$ cat src/source/perf_pkg.sv
// performance event indices, event inputs and counter bank address map
`default_nettype none

package perf_pkg;

  localparam int unsigned N_PERF_EVENTS = 12;

  // dense counter index per event
  localparam int unsigned EV_CYCLE        = 0;
  localparam int unsigned EV_INSTR        = 1;
  localparam int unsigned EV_LD_STALL     = 2;
  localparam int unsigned EV_JR_STALL     = 3;
  localparam int unsigned EV_IMISS        = 4;
  localparam int unsigned EV_LOAD         = 5;
  localparam int unsigned EV_STORE        = 6;
  localparam int unsigned EV_JUMP         = 7;
  localparam int unsigned EV_BRANCH       = 8;
  localparam int unsigned EV_BRANCH_TAKEN = 9;
  localparam int unsigned EV_COMPRESSED   = 10;
  localparam int unsigned EV_CSR_STALL    = 11;

  // raw per-cycle core status
  typedef struct packed {
    logic id_valid;
    logic is_decoding;
    logic is_compressed;
    logic imiss;
    logic pc_set;
    logic jump;
    logic branch;
    logic branch_taken;
    logic ld_stall;
    logic jr_stall;
    logic csr_stall;
    logic mem_load;
    logic mem_store;
  } perf_events_t;

  typedef logic [N_PERF_EVENTS-1:0] perf_vec_t;

  //////////////////////////////
  // counter bank address map
  //////////////////////////////
  // counter i sits at base + i
  localparam logic [11:0] PERF_CNT_BASE = 12'h780;
  localparam logic [11:0] PERF_CNT_ALL  = 12'h79F;
  localparam logic [11:0] PERF_PCER     = 12'h7A0;
  localparam logic [11:0] PERF_PCMR     = 12'h7A1;

  // mode register bits
  localparam int unsigned PCMR_ENABLE_BIT   = 0;
  localparam int unsigned PCMR_SATURATE_BIT = 1;

endpackage

`default_nettype wire

$ cat src/source/csr_pkg.sv
// CSR address map, register operations, status, request and trap types
`default_nettype none

package csr_pkg;

  // basic words
  typedef logic [11:0] csr_addr_t;
  typedef logic [31:0] csr_data_t;

  // register operations
  typedef enum logic [1:0] {
    CSR_OP_NONE  = 2'b00,
    CSR_OP_WRITE = 2'b01,
    CSR_OP_SET   = 2'b10,
    CSR_OP_CLEAR = 2'b11
  } csr_op_e;

  //////////////////////////////
  // machine address map
  //////////////////////////////
  localparam csr_addr_t CSR_MSTATUS   = 12'h300;
  localparam csr_addr_t CSR_MISA      = 12'h301;
  localparam csr_addr_t CSR_MTVEC     = 12'h305;
  localparam csr_addr_t CSR_MEPC      = 12'h341;
  localparam csr_addr_t CSR_MCAUSE    = 12'h342;
  localparam csr_addr_t CSR_MVENDORID = 12'hF11;
  localparam csr_addr_t CSR_MARCHID   = 12'hF12;
  localparam csr_addr_t CSR_MIMPID    = 12'hF13;
  localparam csr_addr_t CSR_MHARTID   = 12'hF14;
  // non-standard copy of mhartid
  localparam csr_addr_t CSR_UHARTID   = 12'h014;

  // mstatus bit positions
  localparam int unsigned MSTATUS_MIE_BIT  = 3;
  localparam int unsigned MSTATUS_MPIE_BIT = 7;
  localparam int unsigned MSTATUS_MPP_LSB  = 11;

  // implemented status bits only
  typedef struct packed {
    logic mie;
    logic mpie;
  } mstatus_t;

  // register access request from the core
  typedef struct packed {
    logic      access;
    csr_addr_t addr;
    csr_data_t wdata;
    csr_op_e   op;
  } csr_req_t;

  // top bit marks an interrupt
  typedef logic [5:0] exc_cause_t;

  // mutually exclusive trap strobes
  typedef struct packed {
    logic       save_cause;
    exc_cause_t cause;
    logic       save_if;
    logic       save_id;
    logic       save_taken_branch;
    logic       data_load_event;
    logic       restore_mret;
  } trap_ctrl_t;

  // candidate exception pcs
  typedef struct packed {
    csr_data_t pc_if;
    csr_data_t pc_id;
    csr_data_t pc_ex;
    csr_data_t branch_target;
  } pc_set_t;

endpackage

`default_nettype wire
$ cat src/source/csr_file_top.sv
// machine-mode CSR file top level, access unit, trap registers and counters
`default_nettype none

module csr_file_top
  import csr_pkg::*;
  import perf_pkg::*;
#(
  parameter int unsigned COUNTER_W = 32
) (
  input  logic         clk,
  input  logic         rst_n,
  input  logic [3:0]   core_id_i,
  input  logic [5:0]   cluster_id_i,
  input  logic [23:0]  boot_addr_i,
  input  csr_req_t     csr_req_i,
  input  trap_ctrl_t   trap_i,
  input  pc_set_t      pcs_i,
  input  perf_events_t events_i,
  output csr_data_t    csr_rdata_o,
  output logic         csr_busy_o,
  output logic         irq_enable_o,
  output csr_data_t    epc_o
);

  // access unit to register modules
  csr_data_t wdata_mod;
  logic      csr_we;
  // register modules to access unit
  csr_data_t mach_rdata;
  csr_data_t perf_rdata;
  logic      perf_hit;
  // sampler and bank loop
  perf_vec_t inc_q;
  perf_vec_t pcer;
  logic      pcmr_enable;

  //////////////////////////////
  // register access
  //////////////////////////////
  csr_access_unit u_access (
    .csr_req_i    (csr_req_i),
    .mach_rdata_i (mach_rdata),
    .perf_rdata_i (perf_rdata),
    .perf_hit_i   (perf_hit),
    .csr_rdata_o  (csr_rdata_o),
    .wdata_mod_o  (wdata_mod),
    .csr_we_o     (csr_we)
  );

  machine_trap_regs u_mach (
    .clk          (clk),
    .rst_n        (rst_n),
    .addr_i       (csr_req_i.addr),
    .wdata_mod_i  (wdata_mod),
    .csr_we_i     (csr_we),
    .trap_i       (trap_i),
    .pcs_i        (pcs_i),
    .core_id_i    (core_id_i),
    .cluster_id_i (cluster_id_i),
    .boot_addr_i  (boot_addr_i),
    .mach_rdata_o (mach_rdata),
    .csr_busy_o   (csr_busy_o),
    .irq_enable_o (irq_enable_o),
    .epc_o        (epc_o)
  );

  //////////////////////////////
  // performance counters
  //////////////////////////////
  perf_event_sampler u_sampler (
    .clk           (clk),
    .rst_n         (rst_n),
    .events_i      (events_i),
    .pcer_i        (pcer),
    .pcmr_enable_i (pcmr_enable),
    .inc_q_o       (inc_q)
  );

  perf_counter_bank #(
    .COUNTER_W (COUNTER_W)
  ) u_counters (
    .clk           (clk),
    .rst_n         (rst_n),
    .access_i      (csr_req_i.access),
    .addr_i        (csr_req_i.addr),
    .wdata_mod_i   (wdata_mod),
    .csr_we_i      (csr_we),
    .inc_q_i       (inc_q),
    .pcer_o        (pcer),
    .pcmr_enable_o (pcmr_enable),
    .perf_rdata_o  (perf_rdata),
    .perf_hit_o    (perf_hit)
  );

endmodule

`default_nettype wire

$ cat src/source/perf_counter_bank.sv
// performance counters, event enable and mode registers with decode and read data
`default_nettype none

module perf_counter_bank
  import csr_pkg::*;
  import perf_pkg::*;
#(
  parameter int unsigned COUNTER_W = 32
) (
  input  logic      clk,
  input  logic      rst_n,
  input  logic      access_i,
  input  csr_addr_t addr_i,
  input  csr_data_t wdata_mod_i,
  input  logic      csr_we_i,
  input  perf_vec_t inc_q_i,
  output perf_vec_t pcer_o,
  output logic      pcmr_enable_o,
  output csr_data_t perf_rdata_o,
  output logic      perf_hit_o
);

  logic [N_PERF_EVENTS-1:0][COUNTER_W-1:0] cnt_q, cnt_d;
  perf_vec_t   pcer_q, pcer_d;
  logic [1:0]  pcmr_q, pcmr_d;
  csr_addr_t   cnt_off;
  logic [3:0]  cnt_idx;
  logic        is_cnt;
  logic        is_all;
  logic        is_pcer;
  logic        is_pcmr;
  perf_vec_t   cnt_wsel;

  //////////////////////////////
  // address decode
  //////////////////////////////
  // below-base addresses wrap high and miss
  assign cnt_off = addr_i - PERF_CNT_BASE;
  assign cnt_idx = cnt_off[3:0];
  assign is_cnt  = access_i & (cnt_off < csr_addr_t'(N_PERF_EVENTS));
  assign is_all  = access_i & (addr_i == PERF_CNT_ALL);
  assign is_pcer = access_i & (addr_i == PERF_PCER);
  assign is_pcmr = access_i & (addr_i == PERF_PCMR);

  assign perf_hit_o = is_cnt | is_all | is_pcer | is_pcmr;

  // zero extended with the all-counters address reading zero
  always_comb begin
    perf_rdata_o = '0;
    if (is_cnt) begin
      perf_rdata_o = csr_data_t'(cnt_q[cnt_idx]);
    end else if (is_pcer) begin
      perf_rdata_o = csr_data_t'(pcer_q);
    end else if (is_pcmr) begin
      perf_rdata_o = csr_data_t'(pcmr_q);
    end
  end

  //////////////////////////////
  // counter update
  //////////////////////////////
  always_comb begin
    for (int i = 0; i < N_PERF_EVENTS; i++) begin
      cnt_wsel[i] = csr_we_i & (is_all | (is_cnt & (cnt_idx == 4'(i))));
      cnt_d[i]    = cnt_q[i];
      // at max hold when saturating and wrap otherwise
      if (inc_q_i[i] && ((cnt_q[i] != '1) || !pcmr_q[PCMR_SATURATE_BIT])) begin
        cnt_d[i] = cnt_q[i] + 1'b1;
      end
      // register write wins over increment
      if (cnt_wsel[i]) begin
        cnt_d[i] = wdata_mod_i[COUNTER_W-1:0];
      end
    end
  end

  // enable and mode writes
  always_comb begin
    pcer_d = pcer_q;
    pcmr_d = pcmr_q;
    if (csr_we_i && is_pcer) begin
      pcer_d = wdata_mod_i[N_PERF_EVENTS-1:0];
    end
    if (csr_we_i && is_pcmr) begin
      pcmr_d = wdata_mod_i[1:0];
    end
  end

  always_ff @(posedge clk or negedge rst_n) begin
    if (!rst_n) begin
      cnt_q  <= '0;
      pcer_q <= '0;
      // enabled and saturating out of reset
      pcmr_q <= 2'b11;
    end else begin
      cnt_q  <= cnt_d;
      pcer_q <= pcer_d;
      pcmr_q <= pcmr_d;
    end
  end

  assign pcer_o        = pcer_q;
  assign pcmr_enable_o = pcmr_q[PCMR_ENABLE_BIT];

endmodule

`default_nettype wire

$ cat src/source/perf_event_sampler.sv
// performance event derivation, enable gating and increment register
`default_nettype none

module perf_event_sampler
  import perf_pkg::*;
(
  input  logic         clk,
  input  logic         rst_n,
  input  perf_events_t events_i,
  input  perf_vec_t    pcer_i,
  input  logic         pcmr_enable_i,
  output perf_vec_t    inc_q_o
);

  logic      id_valid_q;
  logic      instr;
  perf_vec_t ev;
  perf_vec_t inc_d;

  // retired instruction in id
  assign instr = events_i.id_valid & events_i.is_decoding;

  //////////////////////////////
  // event vector
  //////////////////////////////
  always_comb begin
    ev[EV_CYCLE]        = 1'b1;
    ev[EV_INSTR]        = instr;
    // hazards and control flow use last cycle's id_valid
    ev[EV_LD_STALL]     = events_i.ld_stall & id_valid_q;
    ev[EV_JR_STALL]     = events_i.jr_stall & id_valid_q;
    // fetch wait not caused by a redirect
    ev[EV_IMISS]        = events_i.imiss & ~events_i.pc_set;
    ev[EV_LOAD]         = events_i.mem_load;
    ev[EV_STORE]        = events_i.mem_store;
    ev[EV_JUMP]         = events_i.jump & id_valid_q;
    ev[EV_BRANCH]       = events_i.branch & id_valid_q;
    ev[EV_BRANCH_TAKEN] = events_i.branch & events_i.branch_taken & id_valid_q;
    ev[EV_COMPRESSED]   = instr & events_i.is_compressed;
    ev[EV_CSR_STALL]    = events_i.csr_stall & id_valid_q;
  end

  // per-counter enable and global enable
  assign inc_d = ev & pcer_i & {N_PERF_EVENTS{pcmr_enable_i}};

  always_ff @(posedge clk or negedge rst_n) begin
    if (!rst_n) begin
      id_valid_q <= 1'b0;
      inc_q_o    <= '0;
    end else begin
      id_valid_q <= events_i.id_valid;
      inc_q_o    <= inc_d;
    end
  end

endmodule

`default_nettype wire

$ cat src/source/machine_trap_regs.sv
// machine status, epc and cause registers, trap entry, mret and machine read mux
`default_nettype none

module machine_trap_regs
  import csr_pkg::*;
(
  input  logic       clk,
  input  logic       rst_n,
  input  csr_addr_t  addr_i,
  input  csr_data_t  wdata_mod_i,
  input  logic       csr_we_i,
  input  trap_ctrl_t trap_i,
  input  pc_set_t    pcs_i,
  input  logic [3:0] core_id_i,
  input  logic [5:0] cluster_id_i,
  input  logic [23:0] boot_addr_i,
  output csr_data_t  mach_rdata_o,
  output logic       csr_busy_o,
  output logic       irq_enable_o,
  output csr_data_t  epc_o
);

  mstatus_t   mstatus_q, mstatus_d;
  csr_data_t  mepc_q, mepc_d;
  exc_cause_t mcause_q, mcause_d;
  csr_data_t  exception_pc;
  csr_data_t  hart_id;

  // cluster id above core id with bit 4 spare
  assign hart_id = {21'b0, cluster_id_i, 1'b0, core_id_i};

  //////////////////////////////
  // read mux
  //////////////////////////////
  always_comb begin
    mach_rdata_o = '0;
    case (addr_i)
      CSR_MSTATUS: begin
        mach_rdata_o[MSTATUS_MIE_BIT]  = mstatus_q.mie;
        mach_rdata_o[MSTATUS_MPIE_BIT] = mstatus_q.mpie;
        // mpp fixed at machine mode
        mach_rdata_o[MSTATUS_MPP_LSB +: 2] = 2'b11;
      end
      // trap vector follows boot address
      CSR_MTVEC:   mach_rdata_o = {boot_addr_i, 8'h00};
      CSR_MEPC:    mach_rdata_o = mepc_q;
      // interrupt flag at bit 31 and code at the bottom
      CSR_MCAUSE:  mach_rdata_o = {mcause_q[5], 26'b0, mcause_q[4:0]};
      CSR_MHARTID: mach_rdata_o = hart_id;
      CSR_UHARTID: mach_rdata_o = hart_id;
      // id registers not allocated
      CSR_MISA, CSR_MVENDORID, CSR_MARCHID, CSR_MIMPID: mach_rdata_o = '0;
      default:     mach_rdata_o = '0;
    endcase
  end

  // epc or tvec change needs a pipeline flush
  assign csr_busy_o = csr_we_i & ((addr_i == CSR_MEPC) | (addr_i == CSR_MTVEC));

  //////////////////////////////
  // exception pc select
  //////////////////////////////
  always_comb begin
    exception_pc = pcs_i.pc_id;
    if (trap_i.data_load_event) begin
      // load fault reported from ex
      exception_pc = pcs_i.pc_ex;
    end else if (trap_i.save_if) begin
      exception_pc = pcs_i.pc_if;
    end else if (trap_i.save_id) begin
      exception_pc = pcs_i.pc_id;
    end else if (trap_i.save_taken_branch) begin
      exception_pc = pcs_i.branch_target;
    end
  end

  //////////////////////////////
  // next state
  //////////////////////////////
  always_comb begin
    mstatus_d = mstatus_q;
    mepc_d    = mepc_q;
    mcause_d  = mcause_q;

    // register writes with mtvec read only
    if (csr_we_i) begin
      case (addr_i)
        CSR_MSTATUS: begin
          mstatus_d.mie  = wdata_mod_i[MSTATUS_MIE_BIT];
          mstatus_d.mpie = wdata_mod_i[MSTATUS_MPIE_BIT];
        end
        CSR_MEPC:   mepc_d = wdata_mod_i;
        // same layout as the read view
        CSR_MCAUSE: mcause_d = {wdata_mod_i[31], wdata_mod_i[4:0]};
        default: ;
      endcase
    end

    // trap strobes override a write
    if (trap_i.save_cause) begin
      mstatus_d.mpie = mstatus_q.mie;
      mstatus_d.mie  = 1'b0;
      mepc_d         = exception_pc;
      mcause_d       = trap_i.cause;
    end else if (trap_i.restore_mret) begin
      mstatus_d.mie  = mstatus_q.mpie;
      mstatus_d.mpie = 1'b1;
    end
  end

  always_ff @(posedge clk or negedge rst_n) begin
    if (!rst_n) begin
      mstatus_q <= '0;
      mepc_q    <= '0;
      mcause_q  <= '0;
    end else begin
      mstatus_q <= mstatus_d;
      mepc_q    <= mepc_d;
      mcause_q  <= mcause_d;
    end
  end

  // direct outputs
  assign irq_enable_o = mstatus_q.mie;
  assign epc_o        = mepc_q;

endmodule

`default_nettype wire

$ cat src/source/csr_access_unit.sv
// read data select, read-modify-write data and write enable for CSR access
`default_nettype none

module csr_access_unit
  import csr_pkg::*;
(
  input  csr_req_t  csr_req_i,
  input  csr_data_t mach_rdata_i,
  input  csr_data_t perf_rdata_i,
  input  logic      perf_hit_i,
  output csr_data_t csr_rdata_o,
  output csr_data_t wdata_mod_o,
  output logic      csr_we_o
);

  // counter bank wins when it claims the address
  assign csr_rdata_o = perf_hit_i ? perf_rdata_i : mach_rdata_i;

  // any real operation writes
  assign csr_we_o = (csr_req_i.op != CSR_OP_NONE);

  //////////////////////////////
  // read-modify-write
  //////////////////////////////
  always_comb begin
    wdata_mod_o = csr_req_i.wdata;
    unique case (csr_req_i.op)
      CSR_OP_WRITE: wdata_mod_o = csr_req_i.wdata;
      // set bits of old value
      CSR_OP_SET:   wdata_mod_o = csr_req_i.wdata | csr_rdata_o;
      // keep old bits where wdata is zero
      CSR_OP_CLEAR: wdata_mod_o = ~csr_req_i.wdata & csr_rdata_o;
      // no write so the value is unused
      default:      wdata_mod_o = csr_req_i.wdata;
    endcase
  end

endmodule

`default_nettype wire

$ cat config.mk
export PLATFORM = sky130hd
export DESIGN_NAME = csr_file_top
export DESIGN_NICKNAME = d
export VERILOG_FILES = /design/src/source/perf_pkg.sv /design/src/source/csr_pkg.sv /design/src/source/csr_file_top.sv /design/src/source/perf_counter_bank.sv /design/src/source/perf_event_sampler.sv /design/src/source/machine_trap_regs.sv /design/src/source/csr_access_unit.sv
export SDC_FILE = /design/constraint.sdc
export NUM_CORES = 2
export LEC_CHECK = 0
export BUFFER_PORTS_ARGS = -buffer_cell sky130_fd_sc_hd__buf_4
export CAP_MARGIN = 40
export CORE_MARGIN = 3
export CORE_UTILIZATION = 35
export DETAILED_ROUTE_END_ITERATION = 16
export PLACE_DENSITY = 0.57
export SETUP_SLACK_MARGIN = 0.02
export SYNTH_ARGS = -nofsm -noshare
export SYNTH_HDL_FRONTEND = slang
export SYNTH_SLANG_ARGS = --single-unit
$ cat constraint.sdc
create_clock -name clk -period 5.5 [get_ports clk]
set_input_delay 0.825 -clock clk [delete_from_list [all_inputs] [get_ports clk]]
set_output_delay 0.825 -clock clk [all_outputs]
set_load 0.05 [all_outputs]
==> impl_metrics.tcl <==
set metrics [dict create \
    clkSlewWorstSetupHoldPaths_ns 0.06 \
    finalWeightedCongestion 0.963 \
    finalCritPeriodShare 0.795 \
    grt.total_usage 0.284 \
    cts_resized 0 \
    synth_enable_flop_cells 0 \
    floorplan.io_pins 302 \
    fin_nets 3748 \
    tritoncts_clock_tree "done" \
    drt-initial-drc-count 3127 \
    worstSkewPairLatency_ns 0.63 \
    synth_warnings 0 \
    synth.distinct_cells 96 \
    grt_setup_unrepaired "false" \
    cp_top_family "simple AND/OR/NAND/NOR gates" \
    synth.ff_latch_count 451 \
    firstDrtPassIters 8 \
    route.detailed.vias_per_inst 6.19 \
    fmaxAchievable_ghz 0.229 \
    initial_utilization 0.356 \
    start_kind "input pin" \
    leakagePower_nw 14.2 \
    critical_path_buf_inv_count 2 \
    max_slew.worst_pin.slew_ns 0.968 \
    timing.critical_path.cells "buf_4 -> a211o_1 -> nor4_4 -> nand2_1 -> o31ai_1 -> buf_4" \
    drv_cap 0 \
    cts_hold_buf 0 \
    hold_class "input pin to async pin" \
    synth_area_sq_mm 0.0318 \
    coreArea_sq_mm 0.0892 \
    clockRootBuffer "sky130_fd_sc_hd__clkbuf_16" \
    post_cts.repair.setup_buffers 0 \
    synth.avg_cell_area_sq_um 9.78 \
    placement_rows 109 \
    crit_type "input pin to primary output" \
    grt_pass1_wl_mm 199 \
    cp.arrival_ns 3.55 \
    p_total_mw 8.34 \
    avgRoutedWirePerCell_um 29.2 \
    report.final.slew_viol_count 0 \
    clock-skew-final_ns 0.0250 \
    final_common_cell "sky130_fd_sc_hd__dfrtp_1" \
    chipWidth_um 307 \
    setup.worst_path.end_class "primary output" \
    grt-ovfl-total 0 \
    cp_slowest_cell "sky130_fd_sc_hd__o31ai_1" \
    syn2layout_area_growth_pct 17.7 \
    drive_above_1_share 0.202 \
    final_wl_mm 138 \
    syn_nets 3496 \
    detail-route-antenna-nets 0 \
    grt_max_degree 139 \
    synth.yosys.seq_area_share 0.355 \
    report.final.hold_viol_count 0 \
    count_of_port_buffers_added_during_placement 301 \
    layout_common_cells "sky130_fd_sc_hd__dfrtp_1 (449), sky130_fd_sc_hd__buf_4 (395), sky130_fd_sc_hd__mux2i_1 (359), sky130_fd_sc_hd__nand2_1 (246), sky130_fd_sc_hd__xnor2_1 (190)" \
    cts_buffers 54 \
    die_height_um 307 \
    final.min_clock_period_ns 4.37 \
    asyncSetResetFlopFracSynth 1.00 \
    maxSlewHeadroom 0.352 \
    critPathMostFrequentCell "sky130_fd_sc_hd__buf_4" \
    critical_path.max_fanout 19 \
    h-tree-depth 2 \
    drt_drc_violations_left 0 \
    power-per-cell-area_mw_per_mm2 223 \
    tritoncts_num_sinks 451 \
    critical-path-max-stage-delay_ns 0.68 \
    finalCoreUtilization 0.419 \
    place.detailed.hpwl_mm 105 \
    number_of_antenna_violations_at_the_first_check_in_global_routing 13 \
    count_of_mapped_cells_out_of_synthesis 3247 \
    cts_buffer_depth 3 \
    run_status "completed" \
    first_global_vias 28000 \
    die-area_sq_mm 0.0944 \
    setup_violations 0 \
    synth_top_flop_cell "sky130_fd_sc_hd__dfrtp_1" \
    timing.critical_path.required_ns 4.68 \
    vdd.ir_drop.worst_uv 251 \
    num_vias 29200 \
    fin_setup_tns_ns 0 \
]
-- path summary, 6_finish.rpt --
kind                                          to                  start  cells after the start  slack [ns]
max reg2reg                 u_counters.cnt_q[65]   u_counters.pcmr_q[1]                      7        2.18
min reg2reg                u_counters.pcer_o[11]  u_counters.pcer_o[11]                      2        0.50
min                         u_counters.cnt_q[89]                  rst_n                      1        0.25
max                              csr_rdata_o[28]          csr_req_i[36]                      6        1.13
max in group asynchronous   u_counters.cnt_q[72]                  rst_n                      2        3.93
min in group clk            u_sampler.id_valid_q           events_i[12]                      1        0.33
-- per-stage QoR --
stage               setup slack (ns)  area [sq um]  std cells  hold slack [ns]
global route                    1.08         37400       4709            0.303
CTS                             1.14         37300       4702            0.273
global placement                1.10         35300       4586            0.482
floorplan                       1.51         31800       3247            0.462
detailed placement              1.15         35500       4607            0.492
finish                          1.13         37400       4714            0.251
-- kinds of logic after synthesis --
family,after synthesis,synth area share
multiplexers,483,0.191
AO/OA/AOI/OAI,474,0.108
adder cells (fa/ha/maj),13,0.00512
buffers and inverters,289,0.0434
XOR/XNOR,349,0.0962
AND/OR/NAND/NOR,1188,0.201
flip-flops,451,0.355
-- metal layers --
metal	part of all wire	track usage
met3	0.090	0.0635
met4	0.062	0.151
met5	0.000094	0
met1	0.38	0.346
met2	0.47	0.471
-- worst register-to-register path, cell delays in order, from the launching register on --
cell and delay [ns]:
sky130_fd_sc_hd__dfstp_2 0.78, sky130_fd_sc_hd__nand2_1 0.14, sky130_fd_sc_hd__or4_1 0.65, sky130_fd_sc_hd__o41ai_2 0.82, sky130_fd_sc_hd__buf_4 0.31, sky130_fd_sc_hd__mux2_2 0.34, sky130_fd_sc_hd__nor2_1 0.09, sky130_fd_sc_hd__a21oi_1 0.05
-- cell usage after synthesis, drive strengths merged, types with 26 or more instances --
master	n	area, sq um
o221ai	26	228
and3	82	513
nor4	60	454
xnor2	190	1660
nor3	100	500
nand3	167	836
nor2b	34	213
clkbuf	95	357
nor2	181	679
o21ai	87	454
nand2	246	923
inv	61	229
dfrtp	449	11200
a21oi	123	739
nand4	142	888
mux4	95	2140
mux2	29	327
buf	132	790
and2	30	188
mux2i	359	3590
a22oi	55	443
xor2	159	1390
and4	54	473
-- state kept, by name (all words and copies together) (netlist names) --
signal,cells
u_counters.cnt_q,384
u_mach.epc_o,32
u_counters.pcer_o,12
u_sampler.inc_q_o,12
u_mach.mcause_q,6
u_counters.pcmr_q,2
u_mach.irq_enable_o,1
u_mach.mstatus_q,1
u_sampler.id_valid_q,1
-- area by class of cell --
type | count | area (sq um)
well taps | 1165 | 1460
clock buffers | 80 | 1640
multi-input cells | 2507 | 19200
clock inverters | 15 | 179
flip-flops and latches | 451 | 11300
fillers | 8771 | 51800
repair buffers | 423 | 3320
inverters | 62 | 233
diodes | 11 | 27.5
-- report_power, final --
part	switching (mW)	leakage (nW)	internal [mW]
Sequential	0.0883	4.70	3.38
Combinational	0.708	8.64	0.389
Clock	1.54	0.908	2.23
Total	2.34	14.2	6.00
No activity file was read; power rests on OpenSTA's default activity.
